**src/hdl/mcu_if_pkg.sv**
```systemverilog
// MCU port widths plus read request, write request and read data structs
package mcu_if_pkg;

    localparam int MCU_ADDR_W = 33;
    localparam int REQ_ID_W   = 3;
    localparam int RD_DATA_W  = 128;
    localparam int RD_ECC_W   = 28;
    localparam int WR_DATA_W  = 64;
    localparam int RD_CHUNKS  = 4;
    localparam int WR_BEATS   = 8;
    localparam int RD_CHUNK_W = $clog2(RD_CHUNKS);

    // read request as issued by the L2 tag.
    typedef struct packed {
        logic [MCU_ADDR_W-1:0] addr;
        logic [REQ_ID_W-1:0]   id;
    } rd_req_t;

    // eviction write request carries only the address.
    typedef struct packed {
        logic [MCU_ADDR_W-1:0] addr;
    } wr_req_t;

    // one read chunk with its ECC.
    typedef struct packed {
        logic [RD_DATA_W-1:0] data;
        logic [RD_ECC_W-1:0]  ecc;
    } rd_data_t;

endpackage
```
**src/hdl/mon_pkg.sv**
```systemverilog
// monitor event kind, completion and event structs, error bit positions
package mon_pkg;

    typedef enum logic {
        EVT_RD = 1'b0,
        EVT_WR = 1'b1
    } evt_kind_t;

    // write completions carry zero ecc and zero-extended data.
    typedef struct packed {
        logic [mcu_if_pkg::MCU_ADDR_W-1:0] addr;
        logic [mcu_if_pkg::REQ_ID_W-1:0]   id;
        logic [mcu_if_pkg::RD_DATA_W-1:0]  data_sig;
        logic [mcu_if_pkg::RD_ECC_W-1:0]   ecc_sig;
    } mon_cmpl_t;

    typedef struct packed {
        evt_kind_t kind;
        mon_cmpl_t cmpl;
    } mon_evt_t;

    localparam int ERR_W = 4;

    localparam int ERR_ACK_NO_REQ      = 0;
    localparam int ERR_RD_CHUNK_ORDER  = 1;
    localparam int ERR_WR_DATA_MISSING = 2;
    localparam int ERR_QUEUE_OVERFLOW  = 3;

endpackage

```
**src/hdl/l2_mcu_proto_mon.sv**
```systemverilog
// monitor top level with read tracker, write tracker and event merger for one bank
`timescale 1ns/10ps

module l2_mcu_proto_mon #(
    parameter int QUEUE_DEPTH   = 4,
    parameter int RD_DATA_DELAY = 3,
    parameter int WR_DATA_DELAY = 5
) (
    input  logic                              cmp_clk,
    input  logic                              flush_reset_complete,
    input  logic                              rd_req,
    input  mcu_if_pkg::rd_req_t               rd_req_info,
    input  logic                              rd_ack,
    input  logic                              rd_data_vld,
    input  logic [mcu_if_pkg::RD_CHUNK_W-1:0] rd_chunk_id,
    input  mcu_if_pkg::rd_data_t              rd_data,
    input  logic                              wr_req,
    input  mcu_if_pkg::wr_req_t               wr_req_info,
    input  logic                              wr_ack,
    input  logic                              wr_data_vld,
    input  logic [mcu_if_pkg::WR_DATA_W-1:0]  wr_data,
    output logic                              evt_valid,
    output mon_pkg::mon_evt_t                 evt,
    output logic [15:0]                       rd_count,
    output logic [15:0]                       wr_count,
    output logic [mon_pkg::ERR_W-1:0]         err
);
    import mon_pkg::*;

    mon_cmpl_t  rd_cmpl;
    mon_cmpl_t  wr_cmpl;
    logic       rd_cmpl_valid;
    logic       wr_cmpl_valid;
    logic [2:0] rd_err; // overflow, chunk order, ack without request.
    logic [2:0] wr_err; // overflow, data missing, ack without request.

    mcu_rd_tracker #(
        .QUEUE_DEPTH   (QUEUE_DEPTH),
        .RD_DATA_DELAY (RD_DATA_DELAY)
    ) u_mcu_rd_tracker (
        .cmp_clk              (cmp_clk),
        .flush_reset_complete (flush_reset_complete),
        .rd_req               (rd_req),
        .rd_req_info          (rd_req_info),
        .rd_ack               (rd_ack),
        .rd_data_vld          (rd_data_vld),
        .rd_chunk_id          (rd_chunk_id),
        .rd_data              (rd_data),
        .cmpl_valid           (rd_cmpl_valid),
        .cmpl                 (rd_cmpl),
        .err_ack_no_req       (rd_err[0]),
        .err_chunk_order      (rd_err[1]),
        .err_overflow         (rd_err[2])
    );

    mcu_wr_tracker #(
        .QUEUE_DEPTH   (QUEUE_DEPTH),
        .WR_DATA_DELAY (WR_DATA_DELAY)
    ) u_mcu_wr_tracker (
        .cmp_clk              (cmp_clk),
        .flush_reset_complete (flush_reset_complete),
        .wr_req               (wr_req),
        .wr_req_info          (wr_req_info),
        .wr_ack               (wr_ack),
        .wr_data_vld          (wr_data_vld),
        .wr_data              (wr_data),
        .cmpl_valid           (wr_cmpl_valid),
        .cmpl                 (wr_cmpl),
        .err_ack_no_req       (wr_err[0]),
        .err_data_missing     (wr_err[1]),
        .err_overflow         (wr_err[2])
    );

    mon_event_merge u_mon_event_merge (
        .cmp_clk              (cmp_clk),
        .flush_reset_complete (flush_reset_complete),
        .rd_cmpl_valid        (rd_cmpl_valid),
        .rd_cmpl              (rd_cmpl),
        .wr_cmpl_valid        (wr_cmpl_valid),
        .wr_cmpl              (wr_cmpl),
        .rd_err               (rd_err),
        .wr_err               (wr_err),
        .evt_valid            (evt_valid),
        .evt                  (evt),
        .rd_count             (rd_count),
        .wr_count             (wr_count),
        .err                  (err)
    );

endmodule

```
**src/hdl/mon_event_merge.sv**
```systemverilog
// ordered event stream, completion counters and sticky error word
`timescale 1ns/10ps

module mon_event_merge (
    input  logic                      cmp_clk,
    input  logic                      flush_reset_complete,
    input  logic                      rd_cmpl_valid,
    input  mon_pkg::mon_cmpl_t        rd_cmpl,
    input  logic                      wr_cmpl_valid,
    input  mon_pkg::mon_cmpl_t        wr_cmpl,
    input  logic [2:0]                rd_err,
    input  logic [2:0]                wr_err,
    output logic                      evt_valid,
    output mon_pkg::mon_evt_t         evt,
    output logic [15:0]               rd_count,
    output logic [15:0]               wr_count,
    output logic [mon_pkg::ERR_W-1:0] err
);
    import mon_pkg::*;

    mon_cmpl_t        hold_cmpl;
    logic             hold_valid;
    logic             wr_emit;
    logic [ERR_W-1:0] err_in;

    // a read always wins the slot; a colliding write waits one cycle.
    assign wr_emit = !rd_cmpl_valid && (hold_valid || wr_cmpl_valid);

    always_comb
    begin
        err_in                      = '0;
        err_in[ERR_ACK_NO_REQ]      = rd_err[0] | wr_err[0];
        err_in[ERR_RD_CHUNK_ORDER]  = rd_err[1];
        err_in[ERR_WR_DATA_MISSING] = wr_err[1];
        err_in[ERR_QUEUE_OVERFLOW]  = rd_err[2] | wr_err[2];
    end

    always_ff @(posedge cmp_clk)
    begin
        if (!flush_reset_complete)
        begin
            evt_valid  <= 1'b0;
            hold_valid <= 1'b0;
            rd_count   <= '0;
            wr_count   <= '0;
            err        <= '0;
        end
        else
        begin
            evt_valid  <= rd_cmpl_valid || wr_emit;
            hold_valid <= rd_cmpl_valid && (wr_cmpl_valid || hold_valid);
            rd_count   <= rd_count + 16'(rd_cmpl_valid);
            wr_count   <= wr_count + 16'(wr_emit);
            err        <= err | err_in;
        end
    end

    always_ff @(posedge cmp_clk)
    begin
        if (wr_cmpl_valid)
        begin
            hold_cmpl <= wr_cmpl;
        end
        if (rd_cmpl_valid)
        begin
            evt.kind <= EVT_RD;
            evt.cmpl <= rd_cmpl;
        end
        else if (wr_emit)
        begin
            evt.kind <= EVT_WR;
            evt.cmpl <= hold_valid ? hold_cmpl : wr_cmpl;
        end
    end

    a_hold_no_wr: assert property (@(posedge cmp_clk) disable iff (!flush_reset_complete)
        hold_valid |-> !wr_cmpl_valid);

endmodule

```
**src/hdl/mcu_wr_tracker.sv**
```systemverilog
// write request, ack, data-valid window and write signature tracker
`timescale 1ns/10ps

module mcu_wr_tracker #(
    parameter int QUEUE_DEPTH   = 4,
    parameter int WR_DATA_DELAY = 5
) (
    input  logic                             cmp_clk,
    input  logic                             flush_reset_complete,
    input  logic                             wr_req,
    input  mcu_if_pkg::wr_req_t              wr_req_info,
    input  logic                             wr_ack,
    input  logic                             wr_data_vld,
    input  logic [mcu_if_pkg::WR_DATA_W-1:0] wr_data,
    output logic                             cmpl_valid,
    output mon_pkg::mon_cmpl_t               cmpl,
    output logic                             err_ack_no_req,
    output logic                             err_data_missing,
    output logic                             err_overflow
);
    import mcu_if_pkg::*;

    localparam int WAIT_W = $clog2(WR_DATA_DELAY + 1);
    localparam int BEAT_W = $clog2(WR_BEATS);

    wr_req_t               head;
    logic                  q_empty;
    logic                  q_full;
    logic                  ack_ok;
    logic                  waiting;
    logic                  streaming;
    logic [WAIT_W-1:0]     wait_cnt;
    logic [BEAT_W-1:0]     beat_cnt;
    logic                  check_pt;
    logic                  beat_last;
    logic [WR_DATA_W-1:0]  data_acc;
    logic [MCU_ADDR_W-1:0] act_addr;

    req_queue #(
        .ENTRY_T (wr_req_t),
        .DEPTH   (QUEUE_DEPTH)
    ) u_wr_queue (
        .cmp_clk              (cmp_clk),
        .flush_reset_complete (flush_reset_complete),
        .push                 (wr_req),
        .push_data            (wr_req_info),
        .pop                  (ack_ok),
        .head                 (head),
        .empty                (q_empty),
        .full                 (q_full)
    );

    assign ack_ok    = wr_ack && !q_empty && !waiting && !streaming;
    assign check_pt  = waiting && (wait_cnt == '0); // WR_DATA_DELAY cycles after the ack.
    assign beat_last = streaming && (beat_cnt == BEAT_W'(WR_BEATS - 1));

    assign err_ack_no_req   = wr_ack && q_empty;
    assign err_data_missing = check_pt && !wr_data_vld;
    assign err_overflow     = wr_req && q_full;

    always_ff @(posedge cmp_clk)
    begin
        if (!flush_reset_complete)
        begin
            waiting    <= 1'b0;
            streaming  <= 1'b0;
            wait_cnt   <= '0;
            beat_cnt   <= '0;
            cmpl_valid <= 1'b0;
        end
        else
        begin
            cmpl_valid <= beat_last;
            if (ack_ok)
            begin
                waiting  <= 1'b1;
                wait_cnt <= WAIT_W'(WR_DATA_DELAY - 1);
            end
            else if (check_pt)
            begin
                waiting   <= 1'b0;
                streaming <= wr_data_vld; // first beat rides with data valid.
                beat_cnt  <= BEAT_W'(1);
            end
            else if (waiting)
            begin
                wait_cnt <= wait_cnt - 1'b1;
            end
            if (beat_last)
            begin
                streaming <= 1'b0;
            end
            else if (streaming)
            begin
                beat_cnt <= beat_cnt + 1'b1;
            end
        end
    end

    always_ff @(posedge cmp_clk)
    begin
        if (ack_ok)
        begin
            act_addr <= head.addr;
        end
        if (check_pt)
        begin
            data_acc <= wr_data;
        end
        else if (streaming)
        begin
            data_acc <= data_acc ^ wr_data;
        end
        if (beat_last)
        begin
            cmpl.addr     <= act_addr;
            cmpl.id       <= '0;
            cmpl.data_sig <= RD_DATA_W'(data_acc ^ wr_data);
            cmpl.ecc_sig  <= '0;
        end
    end

    a_no_ack_active: assert property (@(posedge cmp_clk) disable iff (!flush_reset_complete)
        wr_ack |-> !(waiting || streaming));

endmodule

```
**src/hdl/mcu_rd_tracker.sv**
```systemverilog
// read request, ack, chunk sequencing and read signature tracker
`timescale 1ns/10ps

module mcu_rd_tracker #(
    parameter int QUEUE_DEPTH   = 4,
    parameter int RD_DATA_DELAY = 3
) (
    input  logic                              cmp_clk,
    input  logic                              flush_reset_complete,
    input  logic                              rd_req,
    input  mcu_if_pkg::rd_req_t               rd_req_info,
    input  logic                              rd_ack,
    input  logic                              rd_data_vld,
    input  logic [mcu_if_pkg::RD_CHUNK_W-1:0] rd_chunk_id,
    input  mcu_if_pkg::rd_data_t              rd_data,
    output logic                              cmpl_valid,
    output mon_pkg::mon_cmpl_t                cmpl,
    output logic                              err_ack_no_req,
    output logic                              err_chunk_order,
    output logic                              err_overflow
);
    import mcu_if_pkg::*;

    localparam int CNT_W = $clog2(QUEUE_DEPTH + 1);

    rd_req_t                  head;
    logic                     q_full;
    logic                     q_pop;
    logic                     push_ok;
    logic                     ack_ok;
    logic [CNT_W-1:0]         unacked_cnt;
    logic [CNT_W-1:0]         acked_cnt;
    logic [RD_DATA_DELAY-1:0] vld_dly;
    logic [RD_CHUNK_W-1:0]    id_dly [RD_DATA_DELAY];
    logic                     tap_vld;
    logic [RD_CHUNK_W-1:0]    tap_id;
    logic [RD_CHUNK_W-1:0]    exp_chunk;
    logic                     chunk_ok;
    logic                     chunk_bad;
    logic                     chunk_last;
    logic [RD_DATA_W-1:0]     data_acc;
    logic [RD_ECC_W-1:0]      ecc_acc;

    req_queue #(
        .ENTRY_T (rd_req_t),
        .DEPTH   (QUEUE_DEPTH)
    ) u_rd_queue (
        .cmp_clk              (cmp_clk),
        .flush_reset_complete (flush_reset_complete),
        .push                 (rd_req),
        .push_data            (rd_req_info),
        .pop                  (q_pop),
        .head                 (head),
        .empty                (),
        .full                 (q_full)
    );

    // strobe and chunk id reach the tap when their data is on the bus.
    assign tap_vld    = vld_dly[RD_DATA_DELAY-1];
    assign tap_id     = id_dly[RD_DATA_DELAY-1];
    assign push_ok    = rd_req && !q_full;
    assign ack_ok     = rd_ack && (unacked_cnt != '0);
    assign chunk_ok   = tap_vld && (acked_cnt != '0) && (tap_id == exp_chunk);
    assign chunk_bad  = tap_vld && (acked_cnt != '0) && (tap_id != exp_chunk);
    assign chunk_last = chunk_ok && (exp_chunk == RD_CHUNK_W'(RD_CHUNKS - 1));
    assign q_pop      = chunk_last || chunk_bad; // a bad sequence drops the read.

    assign err_ack_no_req  = (rd_ack && (unacked_cnt == '0)) || (tap_vld && (acked_cnt == '0));
    assign err_chunk_order = chunk_bad;
    assign err_overflow    = rd_req && q_full;

    always_ff @(posedge cmp_clk)
    begin
        id_dly[0] <= rd_chunk_id;
        for (int i = 1; i < RD_DATA_DELAY; i++)
        begin
            id_dly[i] <= id_dly[i-1];
        end
    end

    always_ff @(posedge cmp_clk)
    begin
        if (!flush_reset_complete)
        begin
            vld_dly     <= '0;
            unacked_cnt <= '0;
            acked_cnt   <= '0;
            exp_chunk   <= '0;
            cmpl_valid  <= 1'b0;
        end
        else
        begin
            vld_dly     <= RD_DATA_DELAY'({vld_dly, rd_data_vld});
            unacked_cnt <= unacked_cnt + CNT_W'(push_ok) - CNT_W'(ack_ok);
            acked_cnt   <= acked_cnt + CNT_W'(ack_ok) - CNT_W'(q_pop);
            cmpl_valid  <= chunk_last;
            if (q_pop)
            begin
                exp_chunk <= '0;
            end
            else if (chunk_ok)
            begin
                exp_chunk <= exp_chunk + 1'b1;
            end
        end
    end

    always_ff @(posedge cmp_clk)
    begin
        if (chunk_ok)
        begin
            data_acc <= (exp_chunk == '0) ? rd_data.data : data_acc ^ rd_data.data;
            ecc_acc  <= (exp_chunk == '0) ? rd_data.ecc : ecc_acc ^ rd_data.ecc;
        end
        if (chunk_last)
        begin
            cmpl.addr     <= head.addr; // head still holds this read.
            cmpl.id       <= head.id;
            cmpl.data_sig <= data_acc ^ rd_data.data;
            cmpl.ecc_sig  <= ecc_acc ^ rd_data.ecc;
        end
    end

    a_acked_in_queue: assert property (@(posedge cmp_clk) disable iff (!flush_reset_complete)
        acked_cnt <= u_rd_queue.count);

endmodule

```
**src/hdl/req_queue.sv**
```systemverilog
// circular FIFO of pending requests with a generic entry type
`timescale 1ns/10ps

module req_queue #(
    parameter type ENTRY_T = logic,
    parameter int  DEPTH   = 4
) (
    input  logic   cmp_clk,
    input  logic   flush_reset_complete,
    input  logic   push,
    input  ENTRY_T push_data,
    input  logic   pop,
    output ENTRY_T head,
    output logic   empty,
    output logic   full
);
    localparam int PTR_W = (DEPTH > 1) ? $clog2(DEPTH) : 1;
    localparam int CNT_W = $clog2(DEPTH + 1);

    ENTRY_T           mem [DEPTH];
    logic [PTR_W-1:0] wr_ptr;
    logic [PTR_W-1:0] rd_ptr;
    logic [CNT_W-1:0] count;
    logic             do_push;
    logic             do_pop;

    assign empty   = (count == '0);
    assign full    = (count == CNT_W'(DEPTH));
    assign do_push = push && !full; // a push into a full queue is lost.
    assign do_pop  = pop && !empty;
    assign head    = mem[rd_ptr];

    always_ff @(posedge cmp_clk)
    begin
        if (do_push)
        begin
            mem[wr_ptr] <= push_data;
        end
    end

    always_ff @(posedge cmp_clk)
    begin
        if (!flush_reset_complete)
        begin
            wr_ptr <= '0;
            rd_ptr <= '0;
            count  <= '0;
        end
        else
        begin
            if (do_push)
            begin
                wr_ptr <= (wr_ptr == PTR_W'(DEPTH - 1)) ? '0 : wr_ptr + 1'b1;
            end
            if (do_pop)
            begin
                rd_ptr <= (rd_ptr == PTR_W'(DEPTH - 1)) ? '0 : rd_ptr + 1'b1;
            end
            count <= count + CNT_W'(do_push) - CNT_W'(do_pop);
        end
    end

    a_no_pop_empty: assert property (@(posedge cmp_clk) disable iff (!flush_reset_complete)
        pop |-> !empty);

endmodule

```
**config.mk**
```make
export PLATFORM = sky130hd
export DESIGN_NAME = l2_mcu_proto_mon
export DESIGN_NICKNAME = d
export VERILOG_FILES = /design/src/hdl/mcu_if_pkg.sv /design/src/hdl/mon_pkg.sv /design/src/hdl/l2_mcu_proto_mon.sv /design/src/hdl/mon_event_merge.sv /design/src/hdl/mcu_wr_tracker.sv /design/src/hdl/mcu_rd_tracker.sv /design/src/hdl/req_queue.sv
export SDC_FILE = /design/constraint.sdc
export NUM_CORES = 1
export LEC_CHECK = 0
export BUFFER_PORTS_ARGS = -buffer_cell sky130_fd_sc_hd__buf_2
export CAP_MARGIN = 20
export CORE_UTILIZATION = 60
export CTS_CLUSTER_DIAMETER = 120
export DETAILED_ROUTE_END_ITERATION = 6
export PLACE_DENSITY = 0.86
export SLEW_MARGIN = 15
export SYNTH_ARGS = -nofsm -noshare
export SYNTH_HDL_FRONTEND = slang
export SYNTH_SLANG_ARGS = --single-unit
```
**constraint.sdc**
```tcl
create_clock -name cmp_clk -period 27.8 [get_ports cmp_clk]
set_input_delay 2.78 -clock cmp_clk [delete_from_list [all_inputs] [get_ports cmp_clk]]
set_output_delay 2.78 -clock cmp_clk [all_outputs]
set_load 0.02 [all_outputs]
```
## Yosys cells after proc, flatten, opt, wreduce, memory -nomap -nowiden

Memories as Yosys holds them, arrays and structs flattened. A register that Yosys moved wholly into a read port is not among the register bits.
Cells that the tools add are included.

| cells by class | value |
|---|---|
| $add $sub $neg | 17 |
| multiply operators | 0 |
| div/mod/pow operators | 0 |
| $lt $le $gt $ge | 0 |
| equality and inequality tests | 11 |
| shift-type cells | 0 |
| mux-type cells | 24 |
| bitwise gates (word level) | 10 |
| reduce and logical (&&, ||, !) cells | 52 |

Operators by type and width:

| kind | count |
|---|---|
| two-way mux 192 bit | 3 |
| two-way mux 128 bit | 1 |
| two-way mux 64 bit | 2 |
| XOR 128 bit | 1 |
| XOR 64 bit | 2 |
| adder 16 x 1 -> 16 bit | 2 |
| two-way mux 28 bit | 1 |
| XOR 28 bit | 1 |
| logical AND 1 bit | 22 |
| two-way mux 3 bit | 7 |
| zero test 3 bit | 5 |
| adder 3 x 1 -> 3 bit | 4 |
| subtractor 3 x 1 -> 3 bit | 4 |
| adder 2 x 1 -> 2 bit (second input constant) | 5 |
| equality test 2 bit (second input constant) | 5 |
| equality test 3 bit (second input constant) | 3 |
| zero test 1 bit | 8 |
| two-way mux 2 bit | 4 |
| nonzero test 2 bit | 4 |
| two-way mux 1 bit | 6 |
| AND reduction 2 bit | 3 |
| nonzero test 3 bit | 2 |
| OR reduction 2 bit | 3 |
| logical OR 1 bit | 4 |
| other kinds (9) | 12 |

| storage, ports and cells | value |
|---|---|
| flip-flop bits (word level) | 964 |
| latch bits | 0 |
| memory bits (writable) | 282 |
| bits in read-only memories | 0 |
| bits of input ports | 299 |
| output and inout bits | 230 |
| word-level logic and storage cells | 153 |
| memories | 3 |

Memory list:

| name | words | bits a word | read ports | clocked after memory_dff | write ports | line | RTL |
|---|---|---|---|---|---|---|---|
| u_mcu_rd_tracker.u_rd_queue.mem | 4 | 36 | 1 | 1 | 1 | req_queue.sv:20 | `ENTRY_T mem [DEPTH];` |
| u_mcu_wr_tracker.u_wr_queue.mem | 4 | 33 | 1 | 1 | 1 | req_queue.sv:20 |  |
| u_mcu_rd_tracker.id_dly | 3 | 2 | 3 | 0 | 3 | mcu_rd_tracker.sv:34 | `logic [RD_CHUNK_W-1:0] id_dly [RD_DATA_DELAY];` |

## Logic depth before layout (Yosys ltp)

| logic depth | value |
|---|---|
| depth after elaboration | 8 |
| depth in mapped cells | 12 |
| depth with buffers taken out | 10 |

## Modules after synthesis

A second synthesis with hierarchy kept.

| second synthesis, totals | value |
|---|---|
| cells, all modules | 3106 |
| area total of the unflattened synthesis | 51429.3 µm² |

Modules (own cells, without submodules):

| module | times used | cells an instance | area an instance (µm²) | sequential area each (µm²) |
|---|---|---|---|---|
| mon_event_merge | 1 | 1202 | 17017.6 | 12311.8 |
| mcu_rd_tracker | 1 | 902 | 14999.4 | 10810.4 |
| mcu_wr_tracker | 1 | 535 | 8384.3 | 6005.8 |
| req_queue (u_mcu_rd_tracker.u_rd_queue) | 1 | 241 | 5734.2 | 4504.3 |
| req_queue (u_mcu_wr_tracker.u_wr_queue) | 1 | 226 | 5293.8 | 4144.0 |

## Worst setup path after synthesis

Ideal clock, no wire load.

| timing path | value |
|---|---|
| path kind | flip-flop to flip-flop |
| from | reg u_mcu_rd_tracker.exp_chunk[0] |
| to | reg u_mcu_rd_tracker.cmpl[0] in the netlist's numbering (enable) |
| library setup time | 0.575 ns |
| data arrival time | 16.300 ns |
| required time | 27.225 ns |
| slack | 10.925 ns |
| stages on the path, launching flop included | 4 |
| buffers on the path | 0 |
| period minus slack after synthesis | 16.875 ns |
| path through | dfxtp_1 -> xor2_1 -> nor3_1 -> and2_1 |

| on the way | value |
|---|---|
| cells in the longest elaborated chain, start to end | 3 |
| elaborated cells on any way between the ends | 4 |
| classes of those cells | eq/ne: 2; reduce/logical: 2 |

Ends and longest elaborated chain:

| item | line | RTL |
|---|---|---|
| start, declared | mcu_rd_tracker.sv:37 | `logic [RD_CHUNK_W-1:0] exp_chunk;` |
| start signal, assigned | mcu_rd_tracker.sv:103 | `exp_chunk <= exp_chunk + 1'b1;` |
| equality test 2 bit | mcu_rd_tracker.sv:63 | `assign chunk_ok = tap_vld && (acked_cnt != '0) && (tap_id == exp_chunk);` |
| logical AND 1 bit | mcu_rd_tracker.sv:63 |  |
| named net u_mcu_rd_tracker.chunk_ok | mcu_rd_tracker.sv:38 | `logic chunk_ok;` |
| logical AND 1 bit | mcu_rd_tracker.sv:65 | `assign chunk_last = chunk_ok && (exp_chunk == RD_CHUNK_W'(RD_CHUNKS - 1));` |
| named net u_mcu_rd_tracker.chunk_last | mcu_rd_tracker.sv:40 | `logic chunk_last;` |
| end, declared | mcu_rd_tracker.sv:17 | `output mon_pkg::mon_cmpl_t cmpl,` |

The timed path passes the listed nets, and every way through them passes these cells.
A chain may end at the register's enable or synchronous reset.

## Worst setup path after layout

| timing path | value |
|---|---|
| from | in wr_req |
| to | reg u_mcu_wr_tracker.u_wr_queue.count[2] |

| on the way | value |
|---|---|
| cells in the longest elaborated chain, start to end | 3 |

Ends and longest elaborated chain:

| item | line | RTL |
|---|---|---|
| start, declared | l2_mcu_proto_mon.sv:17 | `input logic wr_req,` |
| logical AND 1 bit | req_queue.sv:29 | `assign do_push = push && !full;` |
| adder 3 x 1 -> 3 bit | req_queue.sv:59 | `count <= count + CNT_W'(do_push) - CNT_W'(do_pop);` |
| subtractor 3 x 1 -> 3 bit | req_queue.sv:59 |  |
| end signal, assigned | req_queue.sv:59 |  |
| end, declared | req_queue.sv:23 | `logic [CNT_W-1:0] count;` |

Every way passes these cells.

==> results.md <==
- # DRC: 0
- CTS Sinks: 1187
- Final Non-Filler Cells: 4434
- Post-CTS Setup Repair Bufs: 0
- Hold Path Depth: 0
- First-pass DRT Iterations: 5
- Synth area leaders: edfxtp_1 (72%), xnor2_1 (4.5%), xor2_1 (4.4%)
- R2r setup slk: 24.66 ns
- Sequential share of the synthesized area: 75.3%
- Largest net degree at the start of global routing: 153
- CTS root buffer: clkbuf_16
- MaxCap Viol Count: 0
- Total gr overflow: 0
- Post-DP HPWL: 61700 um
- Status: completed
- Layout cells sized above 1: 24.5%
- Fin Clk Skew: 0.0521 ns
- Crit path arrival time: 4.87 ns
- Wire per inst: 23.0 um
- H-tree Lvls: 3
- CP delay by family, top: adder cells
- Crit start category: primary input
- Remaining antenna violation count: 0
- Synth unique cells: 44
- Synth area leader: edfxtp_1
- WP data required: 28.36 ns
- Vias in the first global route: 25100
- Synth Warn #: 0
- Final setup violation count: 0
- Routed vias: 24500
- Routed vias/inst: 5.53
- Max Slew Vio Count: 0
- Placed insts: 4179
- Most common flop cell mapped by yosys: edfxtp_1
- Starting Density: 60.8%
- Final net count: 3595
- Die area: 78300 um^2
- First-pass GRT wire length: 151000 um
- Syn_nets: 3023
- Worst path buffer plus inverter count: 3
- FF-to-FF path depth: 4
- CP max-delay cell: a21boi_1
- HP Start: u_mcu_rd_tracker.id_dly[0][0]
- TritonCTS clock tree: yes
- Core box area: 76200 um^2
- Worst-path clk slew: 0.06 ns
- Clock buffer depth: 3
- Setup Crit Path Kind: in -> reg
- Num CTS Buffers: 113
- Maximum operating frequency: 232 MHz
- Post-synth top cells: edfxtp_1 (1107), xnor2_1 (239), xor2_1 (230), nand2_1 (186), nand2b_1 (162)
- Fillers: 4504
- Worst-margin pin slew: 1.13 ns
- Slew HR: 24.7%
- LEAKAGE: 0.0190 uW
- Initial DRC count: 1760
- Cell count along the critical path: 10
- Reg2reg start: u_mcu_rd_tracker.exp_chunk[1]
- Pwr/cell area: 75.1 nW/um^2
- Die height: 280 um
- TNS Setup: 0 ns
- Core Rows: 101
- CP cell instances: buf_2 -> a21boi_1 -> inv_1 -> ha_1 -> inv_1 -> ha_1 -> fa_1 -> xnor2_1 -> xnor2_1 -> and2_1
- Period minus WS final: 4.31 ns
- Crit Path Max Fanout: 7
- Max VDD drop: 91.5 uV
- Top-count cell post-synth: edfxtp_1
- Post-Route WL: 102000 um
- Top-area cell type share of the netlist area: 71.8%
- Post-synth EDFFs: 1107
- Crit end category: register
- RD Place Congestion: 0.831
- FF-to-FF End: u_mcu_rd_tracker.cmpl[72]
- Final Cycle Share: 15.5%
- Syn Inst Count: 2692
- IO Port Bufs: 528
- Initial antenna violation count: 57
- Hold buffers post-CTS: 0
- I/O pin total: 529
- Avg Inst Size Synth: 17.2 um^2
- Die width: 280 um
- Hold EP: u_mcu_rd_tracker.id_dly[0][2]
- RSZ-0062 raised after global routing: false
- Tot GR Track Use: 25.8%
- Post-Syn Area: 46300 um^2
- Final hold violations: 0
- Post-synthesis async set-or-reset flop share: 0%
- Worst path max stage delay: 0.53 ns
- Post-cts resize count: 0
- Hold WC Path Type: reg -> reg
- Synthesized flop and latch total: 1187
- Clk Latency, worst-skew pair: 0.71 ns
- Area Growth Syn to Fin: 17.0%
==> where the power goes <==
part / switching [uW] / internal [uW] / total [uW]
Sequential: 44.3 / 2090 / 2130
Combinational: 184 / 144 / 328
Clock: 684 / 925 / 1610
==> final cells by class <==
type	count	area (um^2)	area share, %
Antenna cell	41	103	0.189
Clock buffer	127	2890	5.33
Clock inverter	87	1050	1.94
Inverter	30	113	0.208
Multi-Input combinational cell	1382	11000	20.4
Sequential cell	1187	34900	64.3
Tap cell	1030	1290	2.38
Timing Repair Buffer	550	2850	5.26
==> routing by layer <==
layer	part of all wire, %	wire (um)	GRT usage (%)	vias up
met4	3.5	3610	10.3	44
li1	-	-	-	11000
met2	52	52800	44.0	887
met1	38	38500	32.0	12300
met3	6.7	6860	5.85	258
met5	0.28	289	0	-
==> cell usage in the layout (no fill, tap or decap), drive strengths merged, types with 20 or more instances in the layout <==
cell and instances:
mux2i 108, xnor2 239, buf 550, ha 28, dfxtp 80, nand2 186, inv 34, clkbuf 127
and2 146, mux4 69, diode 41, nor2 20, edfxtp 1107, xor2 230, nand2b 162, clkinv 60
o21ai 101
==> stage by stage <==
stage | util (%) | hold WS [ns] | power [uW] | area, um^2 | worst slack (ns)
after floorplan | - | 0.310 | 2380 | 46300 | 10.92
after global placement | 65.8 | 0.315 | 2470 | 50100 | 22.80
after detailed placement | 65.8 | 0.312 | 2490 | 50100 | 22.76
after CTS | 71.0 | 0.324 | 4100 | 54100 | 23.49
after global routing | 71.1 | 0.339 | 4190 | 54200 | 23.31
final | 71.1 | 0.321 | 4070 | 54200 | 23.49
==> how the worst max path moves through the flow <==
stage / from / end / slack [ns]
2_1_floorplan: u_mcu_rd_tracker.exp_chunk[0] / u_mcu_rd_tracker.cmpl[0] / 10.92
3_3_place_gp: wr_req / u_mcu_wr_tracker.u_wr_queue.count[2] / 22.80
3_5_place_dp: wr_req / u_mcu_wr_tracker.u_wr_queue.count[2] / 22.76
4_1_cts: wr_req / u_mcu_wr_tracker.u_wr_queue.count[2] / 23.49
5_1_grt: wr_req / u_mcu_wr_tracker.u_wr_queue.count[2] / 23.31
6_report: wr_req / u_mcu_wr_tracker.u_wr_queue.count[2] / 23.49
==> kinds of logic after synthesis <==
family | Yosys count | synth area share (%)
buffers and inverters | 123 | 1.02
muxes | 177 | 5.69
adders and majority gates | 32 | 0.930
xor gates and xnor gates | 469 | 8.87
and+or+nand+nor | 574 | 6.67
AOI/OAI and AO/OA | 130 | 1.56
DFF | 1187 | 75.3
==> flip-flops by register name, indices dropped and copies added (netlist names), 6 cells and up <==
| name | cells |
|---|---|
| u_mon_event_merge.wr_count | 16 |
| u_mcu_rd_tracker.u_rd_queue.mem | 144 |
| u_mcu_rd_tracker.data_acc | 128 |
| u_mcu_wr_tracker.data_acc | 64 |
| u_mcu_rd_tracker.ecc_acc | 28 |
| u_mon_event_merge.hold_cmpl | 97 |
| u_mcu_rd_tracker.id_dly | 6 |
| u_mcu_wr_tracker.act_addr | 33 |
| u_mcu_wr_tracker.u_wr_queue.mem | 132 |
| u_mon_event_merge.rd_count | 16 |
| u_mcu_rd_tracker.cmpl | 192 |
| u_mcu_wr_tracker.cmpl | 97 |
| u_mon_event_merge.evt | 193 |
Note: power is estimated with default switching activity, not from simulation.
